--- src/design/board_pkg.sv ---
`default_nettype none

package board_pkg;

    // Board limit, fixed by the 3-bit row and column fields of the byte encoding
    parameter int MAX_ROWS = 8;
    parameter int MAX_COLS = 8;

    typedef logic [$clog2(MAX_ROWS)-1:0] row_idx_t;  // Row index
    typedef logic [$clog2(MAX_COLS)-1:0] col_idx_t;  // Column index

    // One board row, bit c is column c, 1 = true
    typedef logic [MAX_COLS-1:0] row_bits_t;

    typedef logic [7:0] tally_t;      // True cells in one row
    typedef logic [7:0] uart_byte_t;  // Byte on the serial line

    // Board register as decoded from the host stream
    typedef struct packed {
        row_idx_t                   rows;   // Row count minus 1
        col_idx_t                   cols;   // Column count minus 1
        row_bits_t [MAX_ROWS-1:0]   cells;  // Cell values, row r at index r
    } board_t;

    // Command bytes
    // Header  11rrrccc, rows-1 and cols-1
    // Assign  0rrrcccv, row, column, value
    // End     10000000
    localparam uart_byte_t END_BYTE = 8'h80;
    localparam uart_byte_t HDR_FLAG = 8'hC0;  // Both upper bits set marks a header

    // Decoder FSM
    typedef enum logic {
        WAIT_HDR,  // Ignoring everything but a header
        LOAD       // Taking assignments until the end byte
    } parser_state_t;

    // Tally engine FSM
    typedef enum logic [1:0] {
        IDLE,
        SEND,
        WAIT_TX
    } tally_state_t;

endpackage

`default_nettype wire

--- src/design/board_parser.sv ---
`timescale 1ns/1ps
`default_nettype none

module board_parser
    import board_pkg::*;
(
    input  wire            clk_100mhz,
    input  wire            rst_n,
    input  wire uart_byte_t rx_byte,
    input  wire            rx_valid,
    output board_t         board,       // Stable until the next header
    output logic           board_done   // One cycle after the end byte strobe
);

    parser_state_t state;

    logic     is_hdr;
    logic     is_end;
    logic     is_asg;
    row_idx_t asg_row;
    col_idx_t asg_col;
    logic     asg_val;

    // Byte classification
    assign is_hdr = (rx_byte & HDR_FLAG) == HDR_FLAG;
    assign is_end = rx_byte == END_BYTE;
    assign is_asg = !rx_byte[7];  // Any byte with bit 7 clear

    // Assignment fields 0rrrcccv
    assign asg_row = rx_byte[6:4];
    assign asg_col = rx_byte[3:1];
    assign asg_val = rx_byte[0];

    always_ff @(posedge clk_100mhz or negedge rst_n) begin
        if (!rst_n) begin
            state      <= WAIT_HDR;
            board_done <= 1'b0;
        end else begin
            board_done <= 1'b0;
            if (rx_valid) begin
                if (is_hdr) begin
                    state <= LOAD;  // A header restarts from either state
                end else if (state == LOAD && is_end) begin
                    board_done <= 1'b1;
                    state      <= WAIT_HDR;
                end
            end
        end
    end

    // Board register
    // Writes outside the header's rows and cols are kept, the tally masks them
    always_ff @(posedge clk_100mhz) begin
        if (rx_valid) begin
            if (is_hdr) begin
                board.rows  <= rx_byte[5:3];
                board.cols  <= rx_byte[2:0];
                board.cells <= '0;  // New board starts all false
            end else if (state == LOAD && is_asg) begin
                board.cells[asg_row][asg_col] <= asg_val;
            end
        end
    end

    // Strobes are a full frame apart, so done can never stretch
    a_done_single: assert property (
        @(posedge clk_100mhz) disable iff (!rst_n) board_done |=> !board_done
    );

endmodule

`default_nettype wire

--- src/design/board_tally.sv ---
`timescale 1ns/1ps
`default_nettype none

module board_tally
    import board_pkg::*;
(
    input  wire        clk_100mhz,
    input  wire        rst_n,
    input  wire board_t board,
    input  wire        board_done,
    input  wire        tx_busy,
    output logic       tx_start,
    output tally_t     tx_byte,
    output logic [7:0] led        // Boards tallied, wraps at 256
);

    tally_state_t state;
    board_t       snap;       // Board copy taken on board_done
    row_idx_t     row;        // Row being sent
    row_bits_t    col_mask;   // Ones for columns inside the board
    row_bits_t    row_cells;
    tally_t       count;

    assign col_mask  = row_bits_t'(8'hFF) >> (3'd7 - snap.cols);
    assign row_cells = snap.cells[row] & col_mask;

    // Popcount of the masked row
    always_comb begin
        count = '0;
        for (int c = 0; c < MAX_COLS; c++) begin
            count = count + tally_t'(row_cells[c]);
        end
    end

    // Start goes out in the same cycle the transmitter is seen free
    assign tx_start = (state == SEND) && !tx_busy;
    assign tx_byte  = count;

    always_ff @(posedge clk_100mhz or negedge rst_n) begin
        if (!rst_n) begin
            state <= IDLE;
            row   <= '0;
            led   <= '0;
        end else begin
            case (state)
                IDLE: begin
                    if (board_done) begin
                        row   <= '0;
                        state <= SEND;
                    end
                end
                SEND: if (!tx_busy) state <= WAIT_TX;
                WAIT_TX: begin
                    if (!tx_busy) begin  // Frame finished
                        if (row == snap.rows) begin
                            led   <= led + 1'b1;
                            state <= IDLE;
                        end else begin
                            row   <= row + 1'b1;
                            state <= SEND;
                        end
                    end
                end
                default: state <= IDLE;
            endcase
        end
    end

    // Done while busy is dropped here, that board is lost
    always_ff @(posedge clk_100mhz) begin
        if (state == IDLE && board_done) snap <= board;
    end

    // Every start is followed by a busy transmitter and the engine waiting on it
    a_start_handshake: assert property (
        @(posedge clk_100mhz) disable iff (!rst_n)
        tx_start |-> (state == SEND) ##1 (tx_busy && state == WAIT_TX)
    );

endmodule

`default_nettype wire

--- src/design/board_top.sv ---
`timescale 1ns/1ps
`default_nettype none

module board_top
    import board_pkg::*;
#(
    parameter int CLKS_PER_BIT = 868  // 115200 baud at 100 MHz
) (
    input  wire        clk_100mhz,
    input  wire        rst_n,
    input  wire        rx,
    output logic       tx,
    output logic [7:0] led
);

    uart_byte_t rx_byte;
    logic       rx_valid;
    board_t     board;
    logic       board_done;
    tally_t     tx_byte;
    logic       tx_start;
    logic       tx_busy;

    // Serial in
    uart_rx #(
        .CLKS_PER_BIT (CLKS_PER_BIT)
    ) i_uart_rx (
        .clk_100mhz (clk_100mhz),
        .rst_n      (rst_n),
        .rx         (rx),
        .rx_byte    (rx_byte),
        .rx_valid   (rx_valid)
    );

    // Decode stage
    board_parser i_board_parser (
        .clk_100mhz (clk_100mhz),
        .rst_n      (rst_n),
        .rx_byte    (rx_byte),
        .rx_valid   (rx_valid),
        .board      (board),
        .board_done (board_done)
    );

    // Execute stage
    board_tally i_board_tally (
        .clk_100mhz (clk_100mhz),
        .rst_n      (rst_n),
        .board      (board),
        .board_done (board_done),
        .tx_busy    (tx_busy),
        .tx_start   (tx_start),
        .tx_byte    (tx_byte),
        .led        (led)
    );

    // Result stage, serial out
    uart_tx #(
        .CLKS_PER_BIT (CLKS_PER_BIT)
    ) i_uart_tx (
        .clk_100mhz (clk_100mhz),
        .rst_n      (rst_n),
        .tx_start   (tx_start),
        .tx_byte    (tx_byte),
        .tx         (tx),
        .tx_busy    (tx_busy)
    );

endmodule

`default_nettype wire

--- src/design/uart_rx.sv ---
`timescale 1ns/1ps
`default_nettype none

module uart_rx
    import board_pkg::*;
#(
    parameter int CLKS_PER_BIT = 868  // Clock cycles per bit
) (
    input  wire        clk_100mhz,
    input  wire        rst_n,
    input  wire        rx,
    output uart_byte_t rx_byte,
    output logic       rx_valid  // One cycle per good frame
);

    localparam int CNT_W = $clog2(CLKS_PER_BIT);
    localparam logic [CNT_W-1:0] LAST_CNT = CNT_W'(CLKS_PER_BIT - 1);
    localparam logic [CNT_W-1:0] HALF_CNT = CNT_W'(CLKS_PER_BIT / 2 - 1);

    typedef enum logic [1:0] {RX_IDLE, RX_START, RX_DATA, RX_STOP} rx_state_t;

    rx_state_t        state;
    logic             rx_meta, rx_sync, rx_prev;  // Sync chain plus edge history
    logic [CNT_W-1:0] clk_cnt;                    // Bit-time counter
    logic [2:0]       bit_idx;                    // Data bit in flight
    uart_byte_t       shift;
    logic             sample;

    // Data bits sampled one bit-time after the start bit middle
    assign sample  = (state == RX_DATA) && (clk_cnt == LAST_CNT);
    assign rx_byte = shift;  // Holds after the stop bit

    always_ff @(posedge clk_100mhz or negedge rst_n) begin
        if (!rst_n) begin
            rx_meta <= 1'b1;  // Line idles high
            rx_sync <= 1'b1;
            rx_prev <= 1'b1;
        end else begin
            rx_meta <= rx;
            rx_sync <= rx_meta;
            rx_prev <= rx_sync;
        end
    end

    always_ff @(posedge clk_100mhz or negedge rst_n) begin
        if (!rst_n) begin
            state    <= RX_IDLE;
            clk_cnt  <= '0;
            bit_idx  <= '0;
            rx_valid <= 1'b0;
        end else begin
            rx_valid <= 1'b0;
            case (state)
                RX_IDLE: begin
                    clk_cnt <= '0;
                    if (rx_prev && !rx_sync) state <= RX_START;  // Falling edge
                end
                RX_START: begin
                    if (clk_cnt == HALF_CNT) begin
                        clk_cnt <= '0;
                        bit_idx <= '0;
                        state   <= rx_sync ? RX_IDLE : RX_DATA;  // Glitch check
                    end else begin
                        clk_cnt <= clk_cnt + 1'b1;
                    end
                end
                RX_DATA: begin
                    if (clk_cnt == LAST_CNT) begin
                        clk_cnt <= '0;
                        bit_idx <= bit_idx + 1'b1;
                        if (bit_idx == 3'd7) state <= RX_STOP;
                    end else begin
                        clk_cnt <= clk_cnt + 1'b1;
                    end
                end
                RX_STOP: begin
                    if (clk_cnt == LAST_CNT) begin
                        rx_valid <= rx_sync;  // Framing error drops the byte
                        state    <= RX_IDLE;
                    end else begin
                        clk_cnt <= clk_cnt + 1'b1;
                    end
                end
                default: state <= RX_IDLE;
            endcase
        end
    end

    // LSB first
    always_ff @(posedge clk_100mhz) begin
        if (sample) shift <= {rx_sync, shift[7:1]};
    end

endmodule

`default_nettype wire

--- src/design/uart_tx.sv ---
`timescale 1ns/1ps
`default_nettype none

module uart_tx
    import board_pkg::*;
#(
    parameter int CLKS_PER_BIT = 868
) (
    input  wire        clk_100mhz,
    input  wire        rst_n,
    input  wire        tx_start,  // Strobe, only while idle
    input  wire tally_t tx_byte,
    output logic       tx,
    output logic       tx_busy   // High from the cycle after tx_start to the end of stop
);

    localparam int CNT_W = $clog2(CLKS_PER_BIT);
    localparam logic [CNT_W-1:0] LAST_CNT = CNT_W'(CLKS_PER_BIT - 1);

    logic [CNT_W-1:0] clk_cnt;
    logic [3:0]       bits_left;  // Data plus stop bits still to go
    logic [8:0]       shift;      // Stop bit above the data byte
    logic             load;
    logic             bit_end;

    assign load    = tx_start && !tx_busy;
    assign bit_end = tx_busy && (clk_cnt == LAST_CNT);

    always_ff @(posedge clk_100mhz or negedge rst_n) begin
        if (!rst_n) begin
            tx        <= 1'b1;
            tx_busy   <= 1'b0;
            clk_cnt   <= '0;
            bits_left <= '0;
        end else if (load) begin
            tx        <= 1'b0;  // Start bit
            tx_busy   <= 1'b1;
            clk_cnt   <= '0;
            bits_left <= 4'd9;
        end else if (tx_busy) begin
            if (bit_end) begin
                clk_cnt <= '0;
                if (bits_left == 4'd0) begin
                    tx_busy <= 1'b0;  // Stop bit done, line already high
                end else begin
                    tx        <= shift[0];
                    bits_left <= bits_left - 1'b1;
                end
            end else begin
                clk_cnt <= clk_cnt + 1'b1;
            end
        end
    end

    always_ff @(posedge clk_100mhz) begin
        if (load) begin
            shift <= {1'b1, tx_byte};
        end else if (bit_end) begin
            shift <= {1'b1, shift[8:1]};  // Next bit to bit 0
        end
    end

    // The tally engine must wait for a free transmitter
    a_no_start_while_busy: assert property (
        @(posedge clk_100mhz) disable iff (!rst_n) tx_start |-> !tx_busy
    );

endmodule

`default_nettype wire

--- config.mk ---
export PLATFORM = sky130hd
export DESIGN_NAME = board_top
export DESIGN_NICKNAME = d
export VERILOG_FILES = /design/src/design/board_pkg.sv /design/src/design/board_parser.sv /design/src/design/board_tally.sv /design/src/design/board_top.sv /design/src/design/uart_rx.sv /design/src/design/uart_tx.sv
export SDC_FILE = /design/constraint.sdc
export NUM_CORES = 1
export LEC_CHECK = 0
export BUFFER_PORTS_ARGS = -buffer_cell sky130_fd_sc_hd__buf_2
export CAP_MARGIN = 15
export CORE_MARGIN = 3
export CORE_UTILIZATION = 25
export CTS_CLUSTER_DIAMETER = 30
export DETAILED_ROUTE_END_ITERATION = 8
export PLACE_DENSITY = 0.48
export SLEW_MARGIN = 20
export SYNTH_ARGS = -nofsm -noshare
export SYNTH_HDL_FRONTEND = slang
export SYNTH_SLANG_ARGS = --single-unit
export TNS_END_PERCENT = 20
--- constraint.sdc ---
create_clock -name clk_100mhz -period 9.4 [get_ports clk_100mhz]
set_input_delay 1.88 -clock clk_100mhz [delete_from_list [all_inputs] [get_ports clk_100mhz]]
set_output_delay 1.88 -clock clk_100mhz [all_outputs]
set_load 0.05 [all_outputs]
**Word level (Yosys, flattened, before mapping)**

Cells that the tools add are included.

- Shifts and indexed selects: 1
- Equal/unequal tests: 23
- Bitwise operators: 2
- Reduce and logical (&&, ||, !) cells: 31
- Muxes and demuxes: 55
- Magnitude comparators: 5
- $add $sub $neg: 14

Operators with widths:

| cell | number |
|---|---|
| $bwmux 64 | 1 |
| $mux 64 | 1 |
| $mux 10 | 6 |
| $add 8x1->8 | 6 |
| $pmux 10 s4 | 1 |
| $mux 8 | 4 |
| $bmux 8 s3 | 1 |
| $demux 8 s3 | 1 |
| $add 10x1->10 const B | 2 |
| $eq 10x10->1 const B | 2 |
| $mux 2 | 9 |
| $mux 1 | 17 |
| $mux 4 | 4 |
| $mux 3 | 5 |
| $ne 2x2->1 const B | 7 |
| $lt 3x4->1 const B | 3 |
| $pmux 3 s2 | 2 |
| $reduce_and 3->1 | 4 |
| $reduce_bool 2->1 | 6 |
| $eq 10x9->1 const B | 1 |
| $logic_and 1x1->1 | 10 |
| $add 8x1->8 const B | 1 |
| $and 8x8->8 | 1 |
| $eq 2x2->1 const B | 4 |
| 21 further kinds | 32 |

- Input bits: 3
- Output and inout bits: 9
- Flip-flop bits (word level): 206

**Depth between registers and ports, before layout**

Gate-level depths: netlist of run 1.

- Depth in word-level cells: 11
- Depth in mapped cells: 15
- Mapped depth without buffers: 13

**By module**

A second synthesis of run 1 with hierarchy kept.

- Cells, all modules: 748
- Area total of the unflattened synthesis: 9709.3 um2

By module, submodules not included:

| module | cells an instance | times used | seq. area each (um2) | area an instance (um2) |
|---|---|---|---|---|
| board_parser | 317 | 1 | 2152.1 | 3627.2 |
| board_tally | 209 | 1 | 2427.3 | 3573.4 |
| uart_rx | 103 | 1 | 719.4 | 1288.7 |
| uart_tx | 119 | 1 | 641.9 | 1219.9 |

**Worst setup path after synthesis of run 1**

No wires, ideal clock.

- Kind: reg2reg
- Start point: register i_board_tally.state[1]
- End point: register i_board_tally.row[2]
- Clock period less this slack: 7.133 ns
- Cell stages (with the launch flop): 5
- Data arrival time: 6.762 ns
- Buffers on the path: 0
- Required time: 9.029 ns
- Setup time: 0.371 ns
- Setup slack: 2.267 ns
- Cell sequence: dfrtp_1 -> nor3b_1 -> o21ai_0 -> xor2_1 -> nor2_1

- Word-level cells in the longest chain between the ends: 3

RTL lines:

| element | line | source |
|---|---|---|
| from (decl) | board_tally.sv:17 | `tally_state_t state;` |
| from (signal assigned) | board_tally.sv:41 | `state <= IDLE;` |
| from (signal assigned) | board_tally.sv:49 | `state <= SEND;` |
| from (signal assigned) | board_tally.sv:52 | `SEND: if (!tx_busy) state <= WAIT_TX;` |
| $eq 2x2->1 or $logic_not 2->1 (tied branches) | board_tally.sv:45 | `case (state)` |
| $ne 2x2->1 (no source line) or $reduce_bool 2->1 (tied branches) | -- |  |
| $reduce_and 4->1 (no source line) | -- |  |
| to (signal assigned) | board_tally.sv:59 | `row <= row + 1'b1;` |
| to (decl) | board_tally.sv:19 | `row_idx_t row;` |

Several ways; a longest one is shown, not always the timed one.
A chain may end at the register's enable or synchronous reset.

**Worst setup path after layout of run 1**

- Start point: register i_board_tally.row[1]
- End point: register i_uart_tx.shift[2] (data pin)

- Word-level cells in the longest chain between the ends: 11

RTL lines:

| element | line | source |
|---|---|---|
| $bmux 8 s3 (*) | board_tally.sv:25 | `assign row_cells = snap.cells[row] & col_mask;` |
| $mux 8 (implied by the code) (*) | board_tally.sv:25 |  |
| $and 8x8->8 (*) | board_tally.sv:25 |  |
| $add 1x1->2 | board_tally.sv:31 | `count = count + tally_t'(row_cells[c]);` |
| $add 8x1->8 (5 in a row) | board_tally.sv:31 |  |
| $add 8x1->8 (*) | board_tally.sv:31 |  |
| $mux 8 (*) | uart_tx.sv:56 | `if (load) begin` |
| to (signal assigned) | uart_tx.sv:57 | `shift <= {1'b1, tx_byte};` |
| to (signal assigned) | uart_tx.sv:59 | `shift <= {1'b1, shift[8:1]};` |
| to (decl) | uart_tx.sv:22 | `logic [8:0] shift;` |

Every way passes the cells marked *; elsewhere a longest branch is shown, timed or not. The select of a mux whose other input is x is not followed.

==> results of run 1 <==
[cell type report]
class                           instances  area [um2]
Sequential cell                       206        5940
Inverter                               20        75.1
Multi-Input combinational cell        461        3140
Timing Repair Buffer                   19         115
Clock buffer                           52        1180
Clock inverter                         32         370
Tap cell                              468         586
Fill cell                            3600       25300
[kinds of logic (layout without fill, tap and decap cells)]
family,after synthesis,count (layout),share of synthesized area
simple gates,218,218,0.128
flops,206,206,0.637
compound gates,170,170,0.102
buf+inv,65,123,0.0278
xor+xnor,27,27,0.0254
mux,27,27,0.0514
fa+ha+maj,19,19,0.0287
[synthesized netlist by cell type, types with 5 or more instances]
cell / count
a21oi_1: 69
and2_1: 7
and3_1: 6
clkbuf_1: 36
dfrtp_1: 46
edfxtp_1: 156
ha_1: 15
inv_1: 19
mux2_2: 6
mux4_2: 16
nand2_1: 28
nand3_1: 80
nand3b_1: 8
nand4_1: 5
nor2_1: 33
nor3_1: 7
nor3b_1: 6
o21ai_0: 76
xnor2_1: 14
xor2_1: 13
[through the flow]
step | instance area [um2] | cells
2_1_floorplan | 9320 | 732
3_3_place_gp | 9840 | 1173
3_5_place_dp | 9840 | 1173
4_1_cts | 11400 | 1257
5_1_grt | 11400 | 1258
6_report | 11400 | 1258
[flip-flops by register name (all words and copies together) (netlist names), 4 cells and up, named ones only]
| name | count |
|---|---|
| i_board_tally.snap | 70 |
| i_uart_tx.shift | 8 |
| i_uart_tx.clk_cnt | 10 |
| i_uart_rx.clk_cnt | 10 |
| i_board_tally.led | 8 |
| i_board_parser.board | 70 |
| i_uart_rx.rx_byte | 8 |
| i_uart_tx.bits_left | 4 |
[layer usage]
layer	vias to the layer above	wire length (um)
met5	-	0
met4	0	789
met3	55	1050
met2	158	10500
met1	2888	9380
li1	2810	-
[worst max-delay path, stage by stage (launching register included)]
cell     delay [ps]
dfrtp_1         940
mux4_2          410
mux2_2          280
ha_1            270
inv_1            50
fa_1            520
inv_1            50
fa_1            520
inv_1            50
fa_1            460
fa_1            390
xor2_1          130
o21ai_0          80
[worst paths after layout]
kind	startpoint	endpoint
setup reg to reg	i_board_tally.row[1]	i_uart_tx.shift[2]
max in group asynchronous	rst_n	i_uart_tx.clk_cnt[7]
min in group asynchronous	rst_n	asynchronous set/reset pin
hold / removal	i_uart_rx.rx_meta	i_uart_rx.rx_sync
setup / recovery	i_board_tally.row[1]	i_uart_tx.shift[2]
hold reg to reg	i_uart_rx.rx_meta	i_uart_rx.rx_sync
[power groups by stage]
| stage | clock network, uW | logic (uW) | registers, uW |
|---|---|---|---|
| 2_1_floorplan | 0 | 70.2 | 1010 |
| 3_3_place_gp | 0 | 94.3 | 1010 |
| 3_5_place_dp | 0 | 94.3 | 1010 |
| 4_1_cts | 1630 | 94.6 | 993 |
| 5_1_grt | 1680 | 104 | 994 |
| 6_report | 1590 | 92.8 | 994 |
==> impl_metrics.tcl, run 1 <==
set metrics [dict create \
    fin_setup_tns_ps 0 \
    synth_async_sr_flop_share 0.243 \
    core-area_mm2 0.0367 \
    slew_headroom 0.309 \
    slew_violations 0 \
    ys_top_cells_by_area "edfxtp_1 50%, dfrtp_1 12%, nand3_1 4.3%" \
    hold_class "flop to flop" \
    crit_path_start_kind "flop" \
    antenna_cells 0 \
    holdPathStages 0 \
    p_sw_uw 585 \
    power.share.sequential 0.371 \
    dr.pass1.iters 6 \
    tritoncts "yes" \
    netSwitchingFraction 0.218 \
    nNetsFinal 776 \
    area_growth_pct 22.3 \
    cp_max_fo 19 \
    pre_cts_ws_ps 4900 \
    die_h_um 199 \
    drc 0 \
    cap_violations 0 \
    insertion_delay_ps 530 \
    wl_per_cell_um 17.3 \
    grt_use_total 0.112 \
    p_total_uw 2680 \
    pwr_density_cell_mw_per_mm2 235 \
    ys_seq_area_frac 0.637 \
    placementRows 70 \
    r2r_cells 12 \
    criticalPathCategory "flop to flop" \
    path_clk_slew_ps 50 \
    drtIter0Drc 612 \
    synth_top_area_share 0.502 \
    max_freq_ghz 0.226 \
    cts_buffer_depth 3 \
    synth_area_mm2 0.00932 \
    hold_ws_ps 354 \
    use_met1 0.144 \
    setup_viol 0 \
    grt_busiest_layer "met2" \
    hold_viol_final 0 \
    cts.root.buffer_cell "clkbuf_16" \
    wl_mm 21.8 \
    p_int_uw 2090 \
    dp.final_hpwl_mm 12.6 \
    synth_cell_types 62 \
    cts_num_sinks 206 \
    grt_pass1_vias 5960 \
    synth_top_area_cell "edfxtp_1" \
    worstPathRequired_ps 9660 \
    ys_ff_latch 206 \
    cts_resized 0 \
    ir_drop_mv 0.0948 \
    ioPinCount 12 \
    post-route-period-util 0.471 \
    synth_edf_count 156 \
    grt_max_degree 74 \
    rsz0062_at_grt "no" \
    leakagePower_uw 0.00402 \
    antenna_found_initial 0 \
    die_area_mm2 0.0396 \
    worstSetupEndpointType "flop" \
    gr-usage-met2 0.178 \
    cts_hold_buf 0 \
    gr-usage-met3 0.0246 \
    pwr-share-comb 0.035 \
    outcome "completed" \
    post-route-min-period_ps 4430 \
    r2r_slack_ps 4970 \
    syn_nets 754 \
    post_cts_buffers 0 \
    worst_clock_skew_ps 17.0 \
    fin_ws_ps 4970 \
    htreeDepth 2 \
    synth_cells 732 \
    final_cell_mix "156 x edfxtp_1, 80 x nand3_1, 76 x o21ai_0" \
    numCtsBuffers 46 \
    final_util 0.311 \
    grt_pass1_wl_mm 34.6 \
    viasPerCell 4.70 \
    clock_power_share 0.594 \
    postSynthAreaPerCell_um2 12.7 \
    overflow 0 \
    ys.flop_type "edfxtp_1" \
    cp_data_arrival_time_ps 4690 \
    antenna_left 0 \
    io_buffers 11 \
    yosysWarnings 0 \
    place_congestion 0.717 \
    layout_commonest_cell "edfxtp_1" \
    start_util 0.254 \
    tightest_slew_ps 1030 \
    die_w_um 199 \
    drive_above_1_share 0.181 \
    vias 5911 \
]
Power figures use the tool's default switching activity.
==> run 2, diff against run 1 <==
--- a/config.mk
+++ b/config.mk
@@ -5,6 +5,7 @@
 export SDC_FILE = /design/constraint.sdc
 export NUM_CORES = 1
 export LEC_CHECK = 0
+export ABC_AREA = 1
 export BUFFER_PORTS_ARGS = -buffer_cell sky130_fd_sc_hd__buf_2
 export CAP_MARGIN = 15
 export CORE_MARGIN = 3
==> constraint.sdc (replaced) <==
create_clock -name clk_100mhz -period 4.1 [get_ports clk_100mhz]
set_input_delay 0.82 -clock clk_100mhz [delete_from_list [all_inputs] [get_ports clk_100mhz]]
set_output_delay 0.82 -clock clk_100mhz [all_outputs]
set_load 0.05 [all_outputs]
==> run 2 against run 1 <==
Global-route usage is 0.065 points higher; setup slack worse by 4700 ps; clock power grew to 3.0 times the previous value; sequential share of layout area is 3.4 points lower; non-clock buffer count is 10 higher; largest cell class unchanged; critical path depth is 3 higher; combinational power is 120% higher; clock skew is 24 ps higher; core utilization is 1.9 points higher; routed wire length is 5.0% higher; cell count is 15% higher; synthesized cell count is 16% higher.
==> impl_metrics.tcl, run 2 <==
set metrics [dict create \
    final_cell_mix "156 x edfxtp_1, 109 x nand2_1, 79 x a21oi_1" \
    synth_edf_count 156 \
    final_util 0.330 \
    die_area_mm2 0.0402 \
    antenna_found_initial 0 \
    yosys.cell_count.top_type "edfxtp_1" \
    overflow 0 \
    start_util 0.256 \
    ys_ff_latch 206 \
    synth_top_area_cell "edfxtp_1" \
    grt_use_total 0.112 \
    vias 6590 \
    path_clk_slew_ps 40 \
    outcome "completed" \
    worstSetupEndpointType "flop" \
    hold_class "flop to flop" \
    antenna_left 0 \
    synth_async_sr_flop_share 0.243 \
    htreeDepth 2 \
    synth_cells 849 \
    worst_clock_skew_ps 40.5 \
    criticalPathCategory "flop to flop" \
    io_buffers 11 \
    top_regs "i_board_parser.board x70, i_board_tally.snap x70" \
    grt_max_degree 52 \
    viasPerCell 4.54 \
    path_cells "buf_12 -> o21ai_0 -> o21ai_0 -> o22ai_1 -> nor2_1 -> ha_1 -> inv_1 -> fa_1 -> inv_1 -> fa_1 -> inv_1 -> fa_2 -> fa_1 -> xor2_1 -> o21ai_1" \
    slowest_stage "fa_1" \
    cts.root.buffer_cell "clkbuf_16" \
    path_buf_inv 4 \
    post-route-min-period_ps 3870 \
    ys_seq_area_frac 0.629 \
    setup_viol 0 \
    place_congestion 0.797 \
    drive_above_1_share 0.193 \
    p_total_uw 7190 \
    area_growth_pct 29.0 \
    fin_setup_tns_ps 0 \
    hold_viol_final 0 \
    nNetsFinal 922 \
    cts_buffer_depth 3 \
    rsz0062_at_grt "no" \
    cp_data_arrival_time_ps 4180 \
    yosysWarnings 0 \
    tritoncts "yes" \
    drc 0 \
    dr.pass1.iters 5 \
    hold_ws_ps 360 \
    post-route-period-util 0.944 \
    drtIter0Drc 604 \
    slew_violations 0 \
    post_dp_cell_area_mm2 0.0101 \
    critical-path-top-delay-family "adder cells" \
    max_freq_ghz 0.258 \
    dp.final_hpwl_mm 14.0 \
    layout_commonest_cell "edfxtp_1" \
    synth_top_area_share 0.496 \
    pwr_density_cell_mw_per_mm2 589 \
    wl_per_cell_um 15.7 \
    slew_headroom 0.318 \
    crit_path_start_kind "flop" \
    numCtsBuffers 55 \
    wl_mm 22.9 \
    ys.flop_type "edfxtp_1" \
    post-route-cell-area_mm2 0.0122 \
    ys_top_cells_by_area "edfxtp_1 50%, dfrtp_1 12%, a311oi_1 4.7%" \
    grt_pass1_wl_mm 36.3 \
    cp_max_fo 19 \
    grt_pass1_vias 6402 \
    postSynthAreaPerCell_um2 11.1 \
    synth_common_cells "156 x edfxtp_1, 109 x nand2_1, 79 x a21oi_1, 75 x nor2_1, 62 x inv_1" \
    synth_cell_types 41 \
    slowest_delay_ps 560 \
    die_h_um 200 \
    cap_violations 0 \
    insertion_delay_ps 580 \
    cts_num_sinks 206 \
    worstPathRequired_ps 4410 \
    tightest_slew_ps 1020 \
    placementRows 70 \
    core-area_mm2 0.0370 \
    syn_nets 871 \
    ir_drop_mv 0.281 \
    ioPinCount 12 \
    leakagePower_uw 0.00459 \
    synth_area_mm2 0.00945 \
    antenna_cells 0 \
    die_w_um 200 \
]
[run 2: stage by stage]
| stage | std cells | setup WS [ps] |
|---|---|---|
| 2_1_floorplan | 849 | 228 |
| 3_3_place_gp | 1341 | 203 |
| 3_5_place_dp | 1341 | 122 |
| 4_1_cts | 1445 | 139 |
| 5_1_grt | 1451 | 20.9 |
| 6_report | 1451 | 231 |
[run 2: final cells by class]
class | count | area [um2]
Inverter | 83 | 315
Tap cell | 504 | 631
Timing Repair inverter | 1 | 7.51
Clock buffer | 61 | 1430
Clock inverter | 43 | 632
Timing Repair Buffer | 29 | 220
Fill cell | 3734 | 24800
Multi-Input combinational cell | 524 | 3020
Sequential cell | 206 | 5940
[run 2: path summary, 6_finish.rpt]
path	start	to	slack, ps	cells past startpoint
worst max-delay path	i_board_tally.row[0]	i_uart_tx.shift[2]	230	15
worst min-delay path	i_uart_rx.rx_meta	i_uart_rx.rx_sync	360	0
worst max register to register	i_board_tally.row[0]	i_uart_tx.shift[2]	230	15
worst min register to register	i_uart_rx.rx_meta	i_uart_rx.rx_sync	360	0
max in group asynchronous	rst_n	i_uart_rx.rx_sync	2930	2
min in group asynchronous	rst_n	i_uart_rx.clk_cnt[8]	370	1
[run 2: what timing repair did]
item | 4_1_cts | 5_1_grt
resized for setup | 0 | 4
hold buffers | 0 | 0
setup endpoints to repair | 0 | 2
buffers inserted | 0 | 4
[run 2: layer usage]
layer | vias up | wire, um | global-route usage
li1 | 3204 | - | -
met5 | - | 0 | 0
met2 | 157 | 10500 | 0.173
met1 | 3190 | 10600 | 0.152
met3 | 39 | 1170 | 0.0287
met4 | 0 | 535 | 0.0414
[run 2: cells by family (layout without fill, tap and decap cells)]
family	after synthesis	after routing	synth area share
simple gates	258	258	0.122
flops	206	206	0.629
xor+xnor	20	20	0.0201
fa+ha+maj	19	19	0.0283
compound gates	227	227	0.147
buf+inv	119	217	0.0540
[run 2: power breakdown]
group          leakage (uW)  switching, uW  internal (uW)  total [uW]
registers           0.00207           23.9           2250        2280
clock network      0.000994           1360           3340        4700
logic               0.00153            140           67.2         208
==> run 3, diff against run 2 <==
==> constraint.sdc (replaced) <==
create_clock -name clk_100mhz -period 5 [get_ports clk_100mhz]
set_input_delay 1 -clock clk_100mhz [delete_from_list [all_inputs] [get_ports clk_100mhz]]
set_output_delay 1 -clock clk_100mhz [all_outputs]
set_load 0.05 [all_outputs]
==> run 3 against run 2 <==
Cell count down 0.76%; sequential power fell by 18%; critical path type unchanged; register-to-register slack improved by 630 ps; critical endpoint unchanged; largest cell class unchanged; largest power group unchanged; power decreased by 21%; non-clock buffer count shrank 9; global-route usage is 0.093 points lower.
==> impl_metrics.tcl, run 3 (same netlist as run 2, synthesis figures left out) <==
set metrics [dict create \
    wl_per_cell_um 15.6 \
    r2r_cells 16 \
    hold_class "flop to flop" \
    drc 0 \
    final_cell_mix "156 x edfxtp_1, 109 x nand2_1, 79 x a21oi_1" \
    antenna_left 0 \
    vias 6529 \
    fin_setup_tns_ps 0 \
    overflow 0 \
    die_w_um 200 \
    cts_hold_buf 0 \
    cts.root.buffer_cell "clkbuf_16" \
    drive_above_1_share 0.169 \
    pwr-share-comb 0.030 \
    htreeDepth 2 \
    antenna_found_initial 0 \
    multiInputGateArea_mm2 0.00301 \
    grt_max_degree 65 \
    ioPinCount 12 \
    post-route-min-period_ps 4140 \
    cts_resized 0 \
    clock_power_share 0.642 \
    core-area_mm2 0.0370 \
    post_cts_buffers 0 \
    slew_headroom 0.322 \
    post-route-cell-area_mm2 0.0120 \
    grt_pass1_vias 6509 \
    path_clk_slew_ps 40 \
    cp_data_arrival_time_ps 4430 \
    fill_cells 3732 \
    grt_use_total 0.111 \
    netSwitchingFraction 0.207 \
    die_area_mm2 0.0402 \
    crit_path_start_kind "flop" \
    layout_commonest_cell "edfxtp_1" \
    numCtsBuffers 55 \
    leakagePower_uw 0.00450 \
    r2r_slack_ps 860 \
    ir_drop_mv 0.257 \
    p_sw_uw 1180 \
    r2r-end "i_uart_tx.shift[2]" \
    tritoncts "yes" \
    final_util 0.324 \
    criticalPathCategory "flop to flop" \
    hold_viol_final 0 \
    drtIter0Drc 529 \
    area_growth_pct 26.5 \
    insertion_delay_ps 560 \
    grt_pass1_wl_mm 36.6 \
    antenna_cells 0 \
    rsz0062_at_grt "no" \
    worstHoldStart "i_uart_rx.rx_meta" \
    timing.rr.start "i_board_tally.row[0]" \
    cts_num_sinks 206 \
    post_dp_cell_area_mm2 0.0100 \
    wl_mm 22.5 \
    dr.pass1.iters 5 \
    cts_buffer_depth 3 \
    holdPathEnd "i_uart_rx.rx_sync" \
    cap_violations 0 \
    top_regs "i_board_parser.board x70, i_board_tally.snap x70" \
    holdPathStages 0 \
    max_freq_ghz 0.241 \
    cp_max_fo 18 \
    regArea_mm2 0.00594 \
    nNetsFinal 912 \
    worstSetupEndpointType "flop" \
    worstPathRequired_ps 5290 \
    dp.final_hpwl_mm 13.4 \
    viasPerCell 4.53 \
    power.share.sequential 0.328 \
    worst_clock_skew_ps 26.8 \
    tightest_slew_ps 1020 \
    post-route-period-util 0.829 \
    start_util 0.256 \
    setup_viol 0 \
    die_h_um 200 \
    io_buffers 11 \
    slew_violations 0 \
    p_int_uw 4510 \
    placementRows 70 \
    outcome "completed" \
    place_congestion 0.789 \
    pwr_density_cell_mw_per_mm2 476 \
]
## run 3: changes by cell type in the layout (fill, tap and decap cells not counted), sizes merged
cell,delta
inv,-1
buf,-8
bufinv,-3
clkbuf,+8
clkinv,-1
clkinvlp,-6
## run 3: power groups by stage
stage                     logic (uW)  registers (uW)  clock network [uW]
final                            169            1870                3650
after CTS                        171            1870                3730
after detailed placement         171            1900                   0
after global placement           170            1890                   0
after global routing             196            1870                3830
after floorplan                  128            1890                   0
## run 3: final cells by class
class / instances / area share
Timing Repair Buffer: 20 / 0.0103
Clock inverter: 33 / 0.0372
Multi-Input combinational cell: 524 / 0.252
Inverter: 83 / 0.0260
Clock buffer: 70 / 0.125
Tap cell: 504 / 0.0527
Sequential cell: 206 / 0.497
## run 3: critical path: stages, from the launching register on
cell	delay, ps
dfrtp_1	360
inv_1	310
buf_4	290
nor2_1	50
o21ai_0	190
o22ai_1	90
nor2_1	120
ha_1	130
inv_1	50
fa_1	530
inv_1	60
fa_1	550
inv_1	60
fa_1	480
fa_1	400
xor2_1	140
o21ai_1	80
## run 3: worst max path at each step
| stage | from | end |
|---|---|---|
| 6_report | i_board_tally.row[0] | i_uart_tx.shift[2] |
| 4_1_cts | i_board_tally.row[0] | i_uart_tx.shift[2] |
| 2_1_floorplan | i_uart_rx.rx_byte[6] | i_board_parser.board[0] |
| 3_3_place_gp | i_board_tally.row[0] | i_uart_tx.shift[2] |
| 3_5_place_dp | i_board_tally.row[0] | i_uart_tx.shift[2] |
| 5_1_grt | i_board_tally.row[0] | i_uart_tx.shift[2] |
## run 3: per-stage QoR
step / total power (uW) / instances / hold WS, ps / setup WS, ps
after floorplan: 2020 / 849 / 345 / 510
after global placement: 2060 / 1337 / 360 / 949
after detailed placement: 2070 / 1337 / 358 / 820
after CTS: 5770 / 1440 / 364 / 839
after global routing: 5890 / 1440 / 365 / 580
final: 5690 / 1440 / 360 / 857
## run 3: metal layers
metal,wire (um),vias to the layer above,track usage,part of all wire
li1,-,3170,-,-
met4,715,0,0.0439,0.032
met5,0,-,0,0
met1,10700,3143,0.156,0.48
met3,1170,60,0.0284,0.052
met2,9910,156,0.165,0.44
